**src/hw/uart_config.svh**
```systemverilog
// UART timing configuration
`ifndef UART_CONFIG_SVH
`define UART_CONFIG_SVH

// Clocks per bit on the line, small so simulation stays short
// A 100 MHz clock at 115200 baud would use 868
`define UART_CLKS_PER_BIT 8

// Flip-flops in the receiver input synchronizer
`define UART_SYNC_STAGES 2

`endif

```
**src/hw/uart_pkg.sv**
```systemverilog
// UART shared types
package uart_pkg;

    // Transmitter FSM states
    typedef enum logic [1:0] {
        TX_IDLE  = 2'd0,
        TX_START = 2'd1,
        TX_DATA  = 2'd2,
        TX_STOP  = 2'd3
    } tx_state_t;

    // Receiver FSM states
    typedef enum logic [1:0] {
        RX_IDLE  = 2'd0,
        RX_START = 2'd1,
        RX_DATA  = 2'd2,
        RX_STOP  = 2'd3
    } rx_state_t;

    // One received byte and its frame status
    typedef struct packed {
        logic [7:0] data;
        logic       frame_error;  // stop bit was sampled low
    } uart_rx_word_t;

endpackage : uart_pkg

```
**src/hw/uart_tx.sv**
```systemverilog
// UART frame transmitter
`timescale 1ns/100ps

`include "uart_config.svh"

module uart_tx #(
    parameter int CLKS_PER_BIT = `UART_CLKS_PER_BIT
) (
    input  logic       i_clk,
    input  logic       i_rst_n,
    input  logic [7:0] i_tx_data,
    input  logic       i_tx_valid,
    output logic       o_tx_ready,
    output logic       o_tx
);

    localparam int COUNT_WIDTH = $clog2(CLKS_PER_BIT);
    localparam logic [COUNT_WIDTH-1:0] LAST_COUNT = COUNT_WIDTH'(CLKS_PER_BIT - 1);

    uart_pkg::tx_state_t    r_state;
    uart_pkg::tx_state_t    w_next_state;
    logic [COUNT_WIDTH-1:0] r_clk_count;
    logic [COUNT_WIDTH-1:0] w_clk_count_next;
    logic [2:0]             r_bit_index;
    logic [2:0]             w_bit_index_next;
    logic [7:0]             r_tx_data;
    logic [7:0]             w_tx_data_next;
    logic                   w_accept;
    logic                   w_bit_done;
    logic                   r_tx;

    assign o_tx_ready = (r_state == uart_pkg::TX_IDLE);
    assign o_tx       = r_tx;
    assign w_accept   = i_tx_valid && o_tx_ready;
    assign w_bit_done = (r_clk_count == LAST_COUNT);

    // Next state, bit timer and bit index
    always_comb begin
        w_next_state     = r_state;
        w_clk_count_next = r_clk_count + 1'b1;
        w_bit_index_next = r_bit_index;
        w_tx_data_next   = r_tx_data;
        case (r_state)
            uart_pkg::TX_IDLE: begin
                w_clk_count_next = '0;
                w_bit_index_next = '0;
                if (w_accept) begin
                    w_tx_data_next = i_tx_data;
                    w_next_state   = uart_pkg::TX_START;
                end
            end
            uart_pkg::TX_START: begin
                if (w_bit_done) begin
                    w_clk_count_next = '0;
                    w_next_state     = uart_pkg::TX_DATA;
                end
            end
            uart_pkg::TX_DATA: begin
                if (w_bit_done) begin
                    w_clk_count_next = '0;
                    // Index wraps back to zero after bit 7
                    w_bit_index_next = r_bit_index + 1'b1;
                    if (r_bit_index == 3'd7) begin
                        w_next_state = uart_pkg::TX_STOP;
                    end
                end
            end
            uart_pkg::TX_STOP: begin
                if (w_bit_done) begin
                    w_clk_count_next = '0;
                    w_next_state     = uart_pkg::TX_IDLE;
                end
            end
            default: begin
                w_clk_count_next = '0;
                w_next_state     = uart_pkg::TX_IDLE;
            end
        endcase
    end

    always_ff @(posedge i_clk or negedge i_rst_n) begin
        if (!i_rst_n) begin
            r_state     <= uart_pkg::TX_IDLE;
            r_clk_count <= '0;
            r_bit_index <= '0;
            r_tx        <= 1'b1;
        end else begin
            r_state     <= w_next_state;
            r_clk_count <= w_clk_count_next;
            r_bit_index <= w_bit_index_next;
            // Line level follows the state being entered so every bit keeps full length
            case (w_next_state)
                uart_pkg::TX_START: r_tx <= 1'b0;
                uart_pkg::TX_DATA:  r_tx <= w_tx_data_next[w_bit_index_next];
                default:            r_tx <= 1'b1;
            endcase
        end
    end

    // Byte held for the whole frame
    always_ff @(posedge i_clk) begin
        r_tx_data <= w_tx_data_next;
    end

    // Line idles high whenever a new byte can be taken
    a_idle_high: assert property (@(posedge i_clk) disable iff (!i_rst_n)
        o_tx_ready |-> o_tx);

    // A frame in progress blocks the next byte
    a_busy_after_accept: assert property (@(posedge i_clk) disable iff (!i_rst_n)
        w_accept |=> !o_tx_ready);

endmodule : uart_tx

```
**src/hw/uart_rx.sv**
```systemverilog
// UART frame receiver
`timescale 1ns/100ps

`include "uart_config.svh"

module uart_rx #(
    parameter int CLKS_PER_BIT = `UART_CLKS_PER_BIT
) (
    input  logic                    i_clk,
    input  logic                    i_rst_n,
    input  logic                    i_rx,
    output logic                    o_rx_valid,
    output uart_pkg::uart_rx_word_t o_rx_word
);

    // CLKS_PER_BIT of 4 or more, two or more sync stages
    localparam int SYNC_STAGES = `UART_SYNC_STAGES;
    localparam int COUNT_WIDTH = $clog2(CLKS_PER_BIT);
    localparam logic [COUNT_WIDTH-1:0] LAST_COUNT = COUNT_WIDTH'(CLKS_PER_BIT - 1);
    localparam logic [COUNT_WIDTH-1:0] HALF_COUNT = COUNT_WIDTH'(CLKS_PER_BIT / 2 - 1);

    logic [SYNC_STAGES-1:0] r_sync;
    logic                   r_rx_prev;
    logic                   w_rx;
    logic                   w_fall;
    uart_pkg::rx_state_t    r_state;
    uart_pkg::rx_state_t    w_next_state;
    logic [COUNT_WIDTH-1:0] r_clk_count;
    logic [COUNT_WIDTH-1:0] w_clk_count_next;
    logic [2:0]             r_bit_index;
    logic [2:0]             w_bit_index_next;
    logic [7:0]             r_shift;
    logic                   w_data_sample;
    logic                   w_stop_sample;

    // Synchronized line and its falling edge
    assign w_rx   = r_sync[SYNC_STAGES-1];
    assign w_fall = r_rx_prev && !w_rx;

    always_comb begin
        w_next_state     = r_state;
        w_clk_count_next = r_clk_count + 1'b1;
        w_bit_index_next = r_bit_index;
        w_data_sample    = 1'b0;
        w_stop_sample    = 1'b0;
        case (r_state)
            uart_pkg::RX_IDLE: begin
                // Edge-detect cycle is the first clock of the half bit
                w_clk_count_next = COUNT_WIDTH'(1);
                w_bit_index_next = '0;
                if (w_fall) begin
                    w_next_state = uart_pkg::RX_START;
                end
            end
            uart_pkg::RX_START: begin
                if (r_clk_count == HALF_COUNT) begin
                    w_clk_count_next = '0;
                    // Line high again at mid-bit, treat as glitch
                    w_next_state = w_rx ? uart_pkg::RX_IDLE : uart_pkg::RX_DATA;
                end
            end
            uart_pkg::RX_DATA: begin
                if (r_clk_count == LAST_COUNT) begin
                    w_clk_count_next = '0;
                    w_data_sample    = 1'b1;
                    w_bit_index_next = r_bit_index + 1'b1;
                    if (r_bit_index == 3'd7) begin
                        w_next_state = uart_pkg::RX_STOP;
                    end
                end
            end
            uart_pkg::RX_STOP: begin
                if (r_clk_count == LAST_COUNT) begin
                    w_clk_count_next = '0;
                    w_stop_sample    = 1'b1;
                    w_next_state     = uart_pkg::RX_IDLE;
                end
            end
            default: begin
                w_clk_count_next = '0;
                w_next_state     = uart_pkg::RX_IDLE;
            end
        endcase
    end

    always_ff @(posedge i_clk or negedge i_rst_n) begin
        if (!i_rst_n) begin
            r_sync      <= '1;
            r_rx_prev   <= 1'b1;
            r_state     <= uart_pkg::RX_IDLE;
            r_clk_count <= '0;
            r_bit_index <= '0;
            o_rx_valid  <= 1'b0;
            o_rx_word   <= '0;
        end else begin
            r_sync      <= {r_sync[SYNC_STAGES-2:0], i_rx};
            r_rx_prev   <= w_rx;
            r_state     <= w_next_state;
            r_clk_count <= w_clk_count_next;
            r_bit_index <= w_bit_index_next;
            o_rx_valid  <= w_stop_sample;
            if (w_stop_sample) begin
                o_rx_word.data        <= r_shift;
                o_rx_word.frame_error <= !w_rx;
            end
        end
    end

    // LSB arrives first, so shift in from the top
    always_ff @(posedge i_clk) begin
        if (w_data_sample) begin
            r_shift <= {w_rx, r_shift[7:1]};
        end
    end

    // One word per frame, never a stretched strobe
    a_valid_pulse: assert property (@(posedge i_clk) disable iff (!i_rst_n)
        o_rx_valid |=> !o_rx_valid);

    a_state_legal: assert property (@(posedge i_clk) disable iff (!i_rst_n)
        r_state inside {uart_pkg::RX_IDLE, uart_pkg::RX_START,
                        uart_pkg::RX_DATA, uart_pkg::RX_STOP});

endmodule : uart_rx

```
**src/hw/uart_core.sv**
```systemverilog
// UART core top level
`timescale 1ns/100ps

`include "uart_config.svh"

module uart_core (
    input  logic                    i_clk,
    input  logic                    i_rst_n,
    // Byte input
    input  logic [7:0]              i_tx_data,
    input  logic                    i_tx_valid,
    output logic                    o_tx_ready,
    // Serial line
    output logic                    o_tx,
    input  logic                    i_rx,
    // Received words
    output logic                    o_rx_valid,
    output uart_pkg::uart_rx_word_t o_rx_word
);

    // Both directions run from the same bit timing
    uart_tx #(
        .CLKS_PER_BIT (`UART_CLKS_PER_BIT)
    ) u_tx (
        .i_clk      (i_clk),
        .i_rst_n    (i_rst_n),
        .i_tx_data  (i_tx_data),
        .i_tx_valid (i_tx_valid),
        .o_tx_ready (o_tx_ready),
        .o_tx       (o_tx)
    );

    uart_rx #(
        .CLKS_PER_BIT (`UART_CLKS_PER_BIT)
    ) u_rx (
        .i_clk      (i_clk),
        .i_rst_n    (i_rst_n),
        .i_rx       (i_rx),
        .o_rx_valid (o_rx_valid),
        .o_rx_word  (o_rx_word)
    );

endmodule : uart_core

```
**config.mk**
```make
export PLATFORM = sky130hd
export DESIGN_NAME = uart_core
export DESIGN_NICKNAME = d
export VERILOG_FILES = /design/src/hw/uart_pkg.sv /design/src/hw/uart_tx.sv /design/src/hw/uart_rx.sv /design/src/hw/uart_core.sv
export VERILOG_INCLUDE_DIRS = /design/src /design/src/hw
export SDC_FILE = /design/constraint.sdc
export NUM_CORES = 1
export LEC_CHECK = 0
export BUFFER_PORTS_ARGS = -buffer_cell sky130_fd_sc_hd__buf_4
export CAP_MARGIN = 20
export CORE_UTILIZATION = 56
export CTS_CLUSTER_DIAMETER = 30
export DETAILED_ROUTE_END_ITERATION = 10
export GPL_TIMING_DRIVEN = 1
export PLACE_DENSITY = 0.77
export SYNTH_ARGS = -nofsm -noshare
export SYNTH_HDL_FRONTEND = slang
export SYNTH_SLANG_ARGS = --single-unit
```
**constraint.sdc**
```tcl
create_clock -name i_clk -period 2.1 [get_ports i_clk]
set_input_delay 0.63 -clock i_clk [delete_from_list [all_inputs] [get_ports i_clk]]
set_output_delay 0.63 -clock i_clk [all_outputs]
set_load 0.005 [all_outputs]
```
==> results of run 1 <==
registers in the layout, summed over array words and instances, names as in the netlist, named ones only:
signal and flops:
u_rx.o_rx_word 9, u_rx.r_shift 8, u_tx.r_tx_data 8, u_rx.r_bit_index 3, u_rx.r_clk_count 3, u_tx.r_bit_index 3, u_tx.r_clk_count 3, u_rx.r_sync 2
u_tx.r_state 2, u_rx.o_rx_valid 1, u_rx.r_rx_prev 1, u_rx.r_state 1, u_tx.o_tx 1
layout by cell type (no fill, tap or decap), types with 2 or more instances in the layout:
cell / n
buf_4: 33
dfrtp_1: 26
mux2_2: 18
nand2_1: 11
inv_1: 9
edfxtp_1: 8
dfxtp_1: 8
nor2b_1: 7
ha_1: 7
clkbuf_4: 5
mux2i_1: 4
o21ai_0: 4
dfstp_2: 4
a21oi_1: 3
a22o_1: 3
o21ai_2: 2
o21a_1: 2
nor2_1: 2
ha_2: 2
ha_4: 2
final timing paths:
kind	startpoint	endpoint	slack, ns	cells after the start
hold reg to reg	u_rx.r_sync[0]	u_rx.r_sync[1]	0.37	0
max in group asynchronous	i_rst_n	u_rx.r_sync[0]	1.60	1
hold / removal	i_rst_n	u_rx.r_bit_index[0]	0.18	1
setup reg to reg	u_tx.r_clk_count[0]	u_tx.o_tx	0.04	7
setup / recovery	u_tx.r_clk_count[0]	u_tx.o_tx	0.04	7
min in group i_clk	i_rx	u_rx.r_sync[0]	0.37	1
final cells by class:
type	instances	area, um2
fill	266	971
clock inverter	2	37.5
tap	46	57.6
clock buffer	6	41.3
sequential	46	1160
timing repair buffer	33	248
inverter	10	37.5
multi-input combinational	91	815
timing repair:
action / CTS / global route
setup endpoints to repair: 1 / 2
gates resized for setup: 2 / 10
pin swaps: 0 / 5
buffers inserted: 0 / 6
logic make-up (layout without fill, tap and decap cells):
logic type / Yosys count / count (layout) / synth area share [%]
muxes: 22 / 22 / 12.2
adders and majority gates: 11 / 11 / 6.91
and+or+nand+nor: 34 / 34 / 10.2
AOI/OAI and AO/OA: 23 / 23 / 8.91
DFF: 46 / 46 / 58.0
xor gates and xnor gates: 1 / 1 / 0.440
buffers and inverters: 15 / 51 / 3.39
per-layer routing:
metal	up-vias	global-route usage [%]	share of wire (%)
met2	19	32.9	53
met3	2	6.93	2.8
met4	0	5.71	0.50
met5	-	0	0
met1	620	24.2	44
li1	602	-	-
power by group through the flow:
stage          combinational [mW]  sequential (mW)  clock, mW
2_1_floorplan               0.886             1.35          0
6_report                     1.33             1.42      0.522
4_1_cts                      1.16             1.41      0.534
3_3_place_gp                 1.08             1.41          0
3_5_place_dp                 1.15             1.43          0
5_1_grt                      1.48             1.46      0.571
critical path, stage by stage (launching register included):
cell,delay (ns)
dfrtp_1,0.39
ha_2,0.23
ha_4,0.18
nand4bb_1,0.18
o211ai_4,0.19
mux2_2,0.39
a311oi_2,0.28
a32oi_1,0.14
through the flow:
| step | TNS [ns] | power [mW] | hold WS [ns] | cells | utilization (%) |
|---|---|---|---|---|---|
| final | 0 | 3.27 | 0.181 | 234 | 71.1 |
| after global routing | -0.0494 | 3.51 | 0.183 | 234 | 71.1 |
| after CTS | 0 | 3.11 | 0.175 | 228 | 68.5 |
| after detailed placement | -0.0639 | 2.58 | 0.354 | 220 | 66.1 |
| after global placement | 0 | 2.49 | 0.347 | 220 | 66.1 |
| after floorplan | 0 | 2.23 | 0.334 | 152 | - |
==> results.cfg, run 1 <==
[floorplan]
rows = 21
die_x_um = 61.7
die_area_um2 = 3800
die_y_um = 61.7
initial_core_util_pct = 59.3
coreArea_um2 = 3360
pin_count = 24

[synth]
syn_nets = 175
synthTopCellsByCount = 26 x dfrtp_1, 18 x mux2_2, 11 x ha_1, 11 x nand2_1, 9 x inv_1
yosysMostFrequentCell = dfrtp_1
synth.top_cell.area_share_pct = 32.6
synth.avg_cell_area_um2 = 13.1
synth_edf_count = 8
ys.flop_type = dfrtp_1
synth_seq_area_share_pct = 58.0
yosys-top-cells-area = dfrtp_1 33%, edfxtp_1 12%, mux2_2 10%, dfxtp_1 8.0%, ha_1 6.9%
synthDistinctLibCells = 42
yosysTopAreaCell = dfrtp_1
synthCells = 152
ys_warn_count = 0
ys_ff_latch = 46
synthArstFlopShare_pct = 65.2
syn_area_um2 = 1990

[power_and_ir_drop]
p_leak_nw = 1.09
clkPwrFrac_pct = 16.0
comb_power_share_pct = 40.6
internal_power_mw = 2.19
power_switching_mw = 1.08
p_seq_share_pct = 43.4
ir_worst_vdd_mv = 0.818
p_sw_share_pct = 33.2
powerDensity_nw_per_um2 = 1370

[place]
gp_congestion = 0.770
placed_area_um2 = 2220
hpwl_um = 2370
pre_cts_slack_ns = -0.0639
io_buffer_count = 23

[clock_network]
htreeDepth = 2
tritoncts = built
cts_num_sinks = 46
clockBufferDepth = 2
clkTransAtPathRegs_ns = 0.13
clk_latency_ns = 0.35
cts_buffers = 5
root_buffer = clkbuf_4
cts-hold-fix-buffers = 0

[global_route]
antenna_found_initial = 0
grt_usage_pct = 19.7
grt_first_pass_wirelength_um = 5290
grt_pass1_vias = 1176
grt_max_degree = 31
grt_overflow_total = 0

[timing]
drv_slew = 0
fin_crit_sh_pct = 97.9
tightest_slew_ns = 0.518
finalSetupViolations = 0
rsz0062_at_grt = true
fin_skew_ns = 0.0105
timing.final.ws_setup_ns = 0.0437
fin_crit_ns = 2.06
relSlewSlack_pct = 65.4
hold_viol_final = 0
fmax_mhz = 486

[job]
maxCapViolations = 0

[finish]
finalInstanceArea_um2 = 2390
nNetsFinal = 210
drive_gt1_share_pct = 41.0
diodes = 0
area_growth_pct = 20.0

[worst_setup_path]
start_kind = flip-flop
critPathRequiredTime_ns = 2.38
path_class = reg -> reg
crit_fanout = 5
worstPathArrival_ns = 2.34
end_kind = flip-flop

[routing]
postRouteAntennaNets = 0
via_per_inst = 5.31
drc = 0
wl_per_cell_um = 15.2
drt_pass1_iterations = 4
routed_wirelength_um = 3570
drt_iter0_drc = 67
dr_total_vias = 1243

[status]
status = finished, final reports clean

[hold_path]
hold_class = in -> async
Note: power is estimated with default switching activity, not from simulation.
==> run 2, diff against run 1 <==
--- a/config.mk
+++ b/config.mk
@@ -6,7 +6,7 @@
 export SDC_FILE = /design/constraint.sdc
 export NUM_CORES = 1
 export LEC_CHECK = 0
-export BUFFER_PORTS_ARGS = -buffer_cell sky130_fd_sc_hd__buf_4
+export BUFFER_PORTS_ARGS = -buffer_cell sky130_fd_sc_hd__buf_2
 export CAP_MARGIN = 20
 export CORE_UTILIZATION = 56
 export CTS_CLUSTER_DIAMETER = 30
==> run 2 against run 1 <==
Net effect: sequential share of layout area increased by 2.4 points; cell count decreased by 2.6%; die area unchanged; non-clock buffer count decreased by 6; utilization decreased by 3.3 points; critical endpoint unchanged; largest cell class unchanged.
==> results.cfg, run 2 (synthesis results as in run 1) <==
[power_and_ir_drop]
power_switching_mw = 1.03
clkPwrFrac_pct = 16.7
powerDensity_nw_per_um2 = 1360
ir_worst_vdd_mv = 0.958
internal_power_mw = 2.07
p_leak_nw = 1.06
p_seq_share_pct = 45.6
totalPowerFinal_mw = 3.11
comb_power_share_pct = 37.6
p_sw_share_pct = 33.2

[floorplan]
die_area_um2 = 3800
pin_count = 24
die_x_um = 61.7
initial_core_util_pct = 59.3
die_y_um = 61.7
coreArea_um2 = 3360
rows = 21

[status]
status = finished, final reports clean

[worst_setup_path]
crit_fanout = 4
critPathRequiredTime_ns = 2.39
worstPathArrival_ns = 2.28
ff2ff_path_depth = 7
end_kind = flip-flop
path_class = reg -> reg
start_kind = flip-flop
ff2ff_setup_slack_ns = 0.10

[clock_network]
clockBufferDepth = 2
cts-hold-fix-buffers = 0
clk_latency_ns = 0.36
tritoncts = built
cts_buffers = 5
htreeDepth = 2
cts_setup_buffers = 0
clkTransAtPathRegs_ns = 0.14
cts_num_sinks = 46
root_buffer = clkbuf_4

[finish]
largest_register_ffs = 9
drive_gt1_share_pct = 38.5
nNetsFinal = 204
top_register = u_rx.o_rx_word
top_regs = u_rx.o_rx_word: 9 flops, u_rx.r_shift: 8 flops, u_tx.r_tx_data: 8 flops
layout_commonest_cell = dfrtp_1
diodes = 0
final_cell_mix = 26 x dfrtp_1, 23 x buf_2, 18 x mux2_2
nFillCells = 281
area_growth_pct = 14.4
finalInstanceArea_um2 = 2280

[timing]
fin_crit_sh_pct = 95.1
fin_crit_ns = 2.00
finalSetupViolations = 0
worst_hold_slack_ns = 0.278
hold_viol_final = 0
drv_slew = 0
fmax_mhz = 501
relSlewSlack_pct = 56.0
fin_skew_ns = 0.0162
tightest_slew_ns = 0.661
finalSetupTns_ns = 0

[routing]
drt_iter0_drc = 29
drt_pass1_iterations = 4
via_per_inst = 5.44
drc = 0
dr_total_vias = 1241
routed_wirelength_um = 3180
postRouteAntennaNets = 0
wl_per_cell_um = 14.0

[place]
placed_area_um2 = 2170
hpwl_um = 2310
io_buffer_count = 23
gp_congestion = 0.773

[global_route]
grt_usage_pct = 20.2
grt_overflow_total = 0
grt_first_pass_wirelength_um = 5420
grt_max_degree = 31
grt_pass1_vias = 1208
antenna_found_initial = 0

[job]
maxCapViolations = 0

[hold_path]
hold_class = in -> async
==> run 2: what timing repair did <==
item | 4_1_cts | 5_1_grt
hold endpoints to repair | 0 | 0
gates resized for setup | 3 | 8
setup endpoints to repair | 1 | 7
pin swaps | 0 | 1
==> run 2: path summary, 6_finish.rpt <==
kind                                          start             endpoint
min in group i_clk                             i_rx       u_rx.r_sync[0]
worst min-delay path                        i_rst_n  u_rx.r_bit_index[2]
worst max-delay path            u_tx.r_bit_index[0]            u_tx.o_tx
worst min register to register       u_rx.r_sync[0]       u_rx.r_sync[1]
max in group asynchronous                   i_rst_n    u_rx.o_rx_word[4]
worst max register to register  u_tx.r_bit_index[0]            u_tx.o_tx
==> run 2: stage by stage <==
stage                     util, %  instances  setup WS [ns]
after floorplan                 -        152         0.0667
after global placement       64.4        220         0.0287
after detailed placement     64.4        220        -0.0540
after CTS                    66.8        228         0.0402
after global routing         67.8        228       -0.00806
final                        67.8        228          0.103
==> run 2: cell type report <==
class                   count  area [um2]  area share, %
clock inverters             2        33.8           1.48
multi-input cells          91         810           35.5
flip-flops and latches     46        1160           50.7
inverters                  10        37.5           1.65
well taps                  46        57.6           2.52
repair buffers             27         145           6.36
clock buffers               6        41.3           1.81
==> run 2: critical path: stages, from the launching register on <==
cell and delay (ns):
dfrtp_1 0.44, ha_1 0.22, ha_1 0.26, and3b_1 0.20, o21ai_2 0.15, nand2_2 0.09, or3_1 0.39, a32oi_2 0.18
==> run 2: power groups by stage <==
stage	combinational, mW	sequential, mW	clock (mW)
finish	1.17	1.42	0.519
global route	1.34	1.45	0.573
CTS	1.11	1.41	0.530
detailed placement	1.10	1.43	0
global placement	1.04	1.40	0
floorplan	0.886	1.35	0
==> run 2: per-layer routing <==
metal  GRT usage [%]  share of wire [%]
met1            25.4                 44
met2            32.6                 51
met5               0                  0
met4            7.30                1.8
met3            6.93                3.1
==> run 3, diff against run 2 <==
--- a/config.mk
+++ b/config.mk
@@ -8,11 +8,13 @@
 export LEC_CHECK = 0
 export BUFFER_PORTS_ARGS = -buffer_cell sky130_fd_sc_hd__buf_2
 export CAP_MARGIN = 20
+export CORE_MARGIN = 1.5
 export CORE_UTILIZATION = 56
 export CTS_CLUSTER_DIAMETER = 30
 export DETAILED_ROUTE_END_ITERATION = 10
 export GPL_TIMING_DRIVEN = 1
 export PLACE_DENSITY = 0.77
+export RECOVER_POWER = 50
 export SYNTH_ARGS = -nofsm -noshare
 export SYNTH_HDL_FRONTEND = slang
 export SYNTH_SLANG_ARGS = --single-unit
==> run 3 against run 2 <==
Net effect: routed wire length grew 5.1%; largest cell class unchanged; largest power group unchanged; non-clock buffer count is the same; critical path depth is the same; combinational power is essentially flat; first-iteration DRC count grew 10%; maximum frequency shrank 3.5%; sequential power is essentially flat; flip-flop and latch count is the same; critical path type unchanged; sequential share of layout area grew 0.17 points; the run now ends with capacitance limit, slew limit left.
==> results.cfg, run 3 (synthesis results as in run 1) <==
[place]
hpwl_um = 2360
gp_congestion = 0.775
placed_area_um2 = 2170
io_buffer_count = 23

[worst_setup_path]
crit_fanout = 4
critPathLaunch = u_tx.r_bit_index[0]
start_kind = flip-flop
end_kind = flip-flop
path_class = reg -> reg
worstPathArrival_ns = 2.35
r2r_start = u_tx.r_bit_index[0]
path_cells = ha_1 > ha_1 > and3b_1 > o21ai_2 > nand2_2 > or3_1 > a32oi_1
slowest_delay_ns = 0.44
critPathRequiredTime_ns = 2.38
cp_slowest_cell = dfrtp_1
path_common_cell = ha_1

[routing]
drt_pass1_iterations = 5
routed_wirelength_um = 3340
drt_iter0_drc = 32
wl_per_cell_um = 14.7
dr_total_vias = 1219
drc = 0
postRouteAntennaNets = 0
via_per_inst = 5.35

[power_and_ir_drop]
ir_worst_vdd_mv = 0.736
totalPowerFinal_mw = 3.12
p_leak_nw = 1.05
powerDensity_nw_per_um2 = 1370

[clock_network]
cts-hold-fix-buffers = 0
cts_num_sinks = 46
root_buffer = clkbuf_4
cts_setup_buffers = 0
clkTransAtPathRegs_ns = 0.12
clockBufferDepth = 2
cts_buffers = 5
htreeDepth = 2
tritoncts = built
clk_latency_ns = 0.36

[global_route]
grt_pass1_vias = 1257
grt_first_pass_wirelength_um = 5920
grt_max_degree = 31
antenna_found_initial = 0
grt_usage_pct = 19.7
grt_overflow_total = 0

[timing]
fin_crit_ns = 2.07
tightest_slew_ns = 1.58
finalSetupViolations = 0
worst_hold_slack_ns = 0.353
rsz0062_at_grt = true
drv_slew = 31
relSlewSlack_pct = -5.49
hold_viol_final = 0
fin_crit_sh_pct = 98.6
fmax_mhz = 483
fin_skew_ns = 0.00838

[finish]
top_regs = u_rx.o_rx_word: 9 flops, u_rx.r_shift: 8 flops, u_tx.r_tx_data: 8 flops
register_area_um2 = 1160
multi_input_area_um2 = 800
top_register = u_rx.o_rx_word
largest_register_ffs = 9
finalInstanceArea_um2 = 2270
layout_commonest_cell = dfrtp_1
drive_gt1_share_pct = 36.8
diodes = 0
nNetsFinal = 204
final_cell_mix = 26 x dfrtp_1, 22 x buf_2, 18 x mux2_2
area_growth_pct = 14.1
nFillCells = 271

[floorplan]
pin_count = 24
coreArea_um2 = 3360
rows = 21
die_y_um = 62.7
die_area_um2 = 3930
initial_core_util_pct = 59.3
die_x_um = 62.7

[job]
maxCapViolations = 1

[status]
failed_checks = capacitance limit, slew limit
status = finished with violations

[hold_path]
hold_class = in -> reg
hp-start = i_rx
## run 3: metal layers
metal | global-route usage [%] | vias to the layer above | share of wire [%]
li1 | - | 595 | -
met1 | 25.2 | 600 | 43
met2 | 30.8 | 18 | 53
met3 | 6.13 | 6 | 3.0
met4 | 8.89 | 0 | 1.1
met5 | 0 | - | 0
## run 3: critical path, delay by kind of cell (launching register included)
family                   cells  cell delay [ns]
AO/OA/AOI/OAI                2             0.39
flip-flops                   1             0.44
adder cells (fa/ha/maj)      2             0.47
AND/OR/NAND/NOR              3             0.69
## run 3: power breakdown
group	switching, mW	leakage, nW	internal, mW	total [mW]
combinational	0.562	0.501	0.615	1.18
sequential	0.211	0.511	1.20	1.41
clock	0.277	0.0385	0.251	0.529
total	1.05	1.05	2.07	3.12
## run 3: per-stage QoR
stage	instances	util [%]	TNS, ns	worst slack (ns)
after floorplan	152	-	0	0.0667
after global placement	220	64.4	0	0.0271
after detailed placement	220	64.4	-0.0543	-0.0543
after CTS	228	66.9	0	0.0202
after global routing	228	67.6	-0.0597	-0.0445
final	228	67.6	0	0.0300
## run 3: final timing paths
check / slack [ns] / endpoint / depth (start not counted)
worst min register to register: 0.37 / u_rx.r_sync[1] / 0
worst max register to register: 0.03 / u_tx.o_tx / 7
min in group asynchronous: 0.64 / asynchronous set/reset pin / 1
max in group asynchronous: 0.54 / u_rx.o_rx_word[8] / 1
worst min-delay path: 0.35 / u_rx.r_sync[0] / 1
worst max-delay path: 0.03 / u_tx.o_tx / 7
## run 3: what timing repair did
action                                  CTS  global route
endpoints found under the setup margin    1            10
resized for setup                         3             7
cloned                                    0             0
pin swaps                                 0             2
## run 3: layout make-up
cell class	count	area share, %
Multi-Input combinational cell	91	35.2
Clock buffer	6	1.82
Inverter	10	1.65
Timing Repair Buffer	27	6.33
Clock inverter	2	1.65
Tap cell	46	2.53
Sequential cell	46	50.9
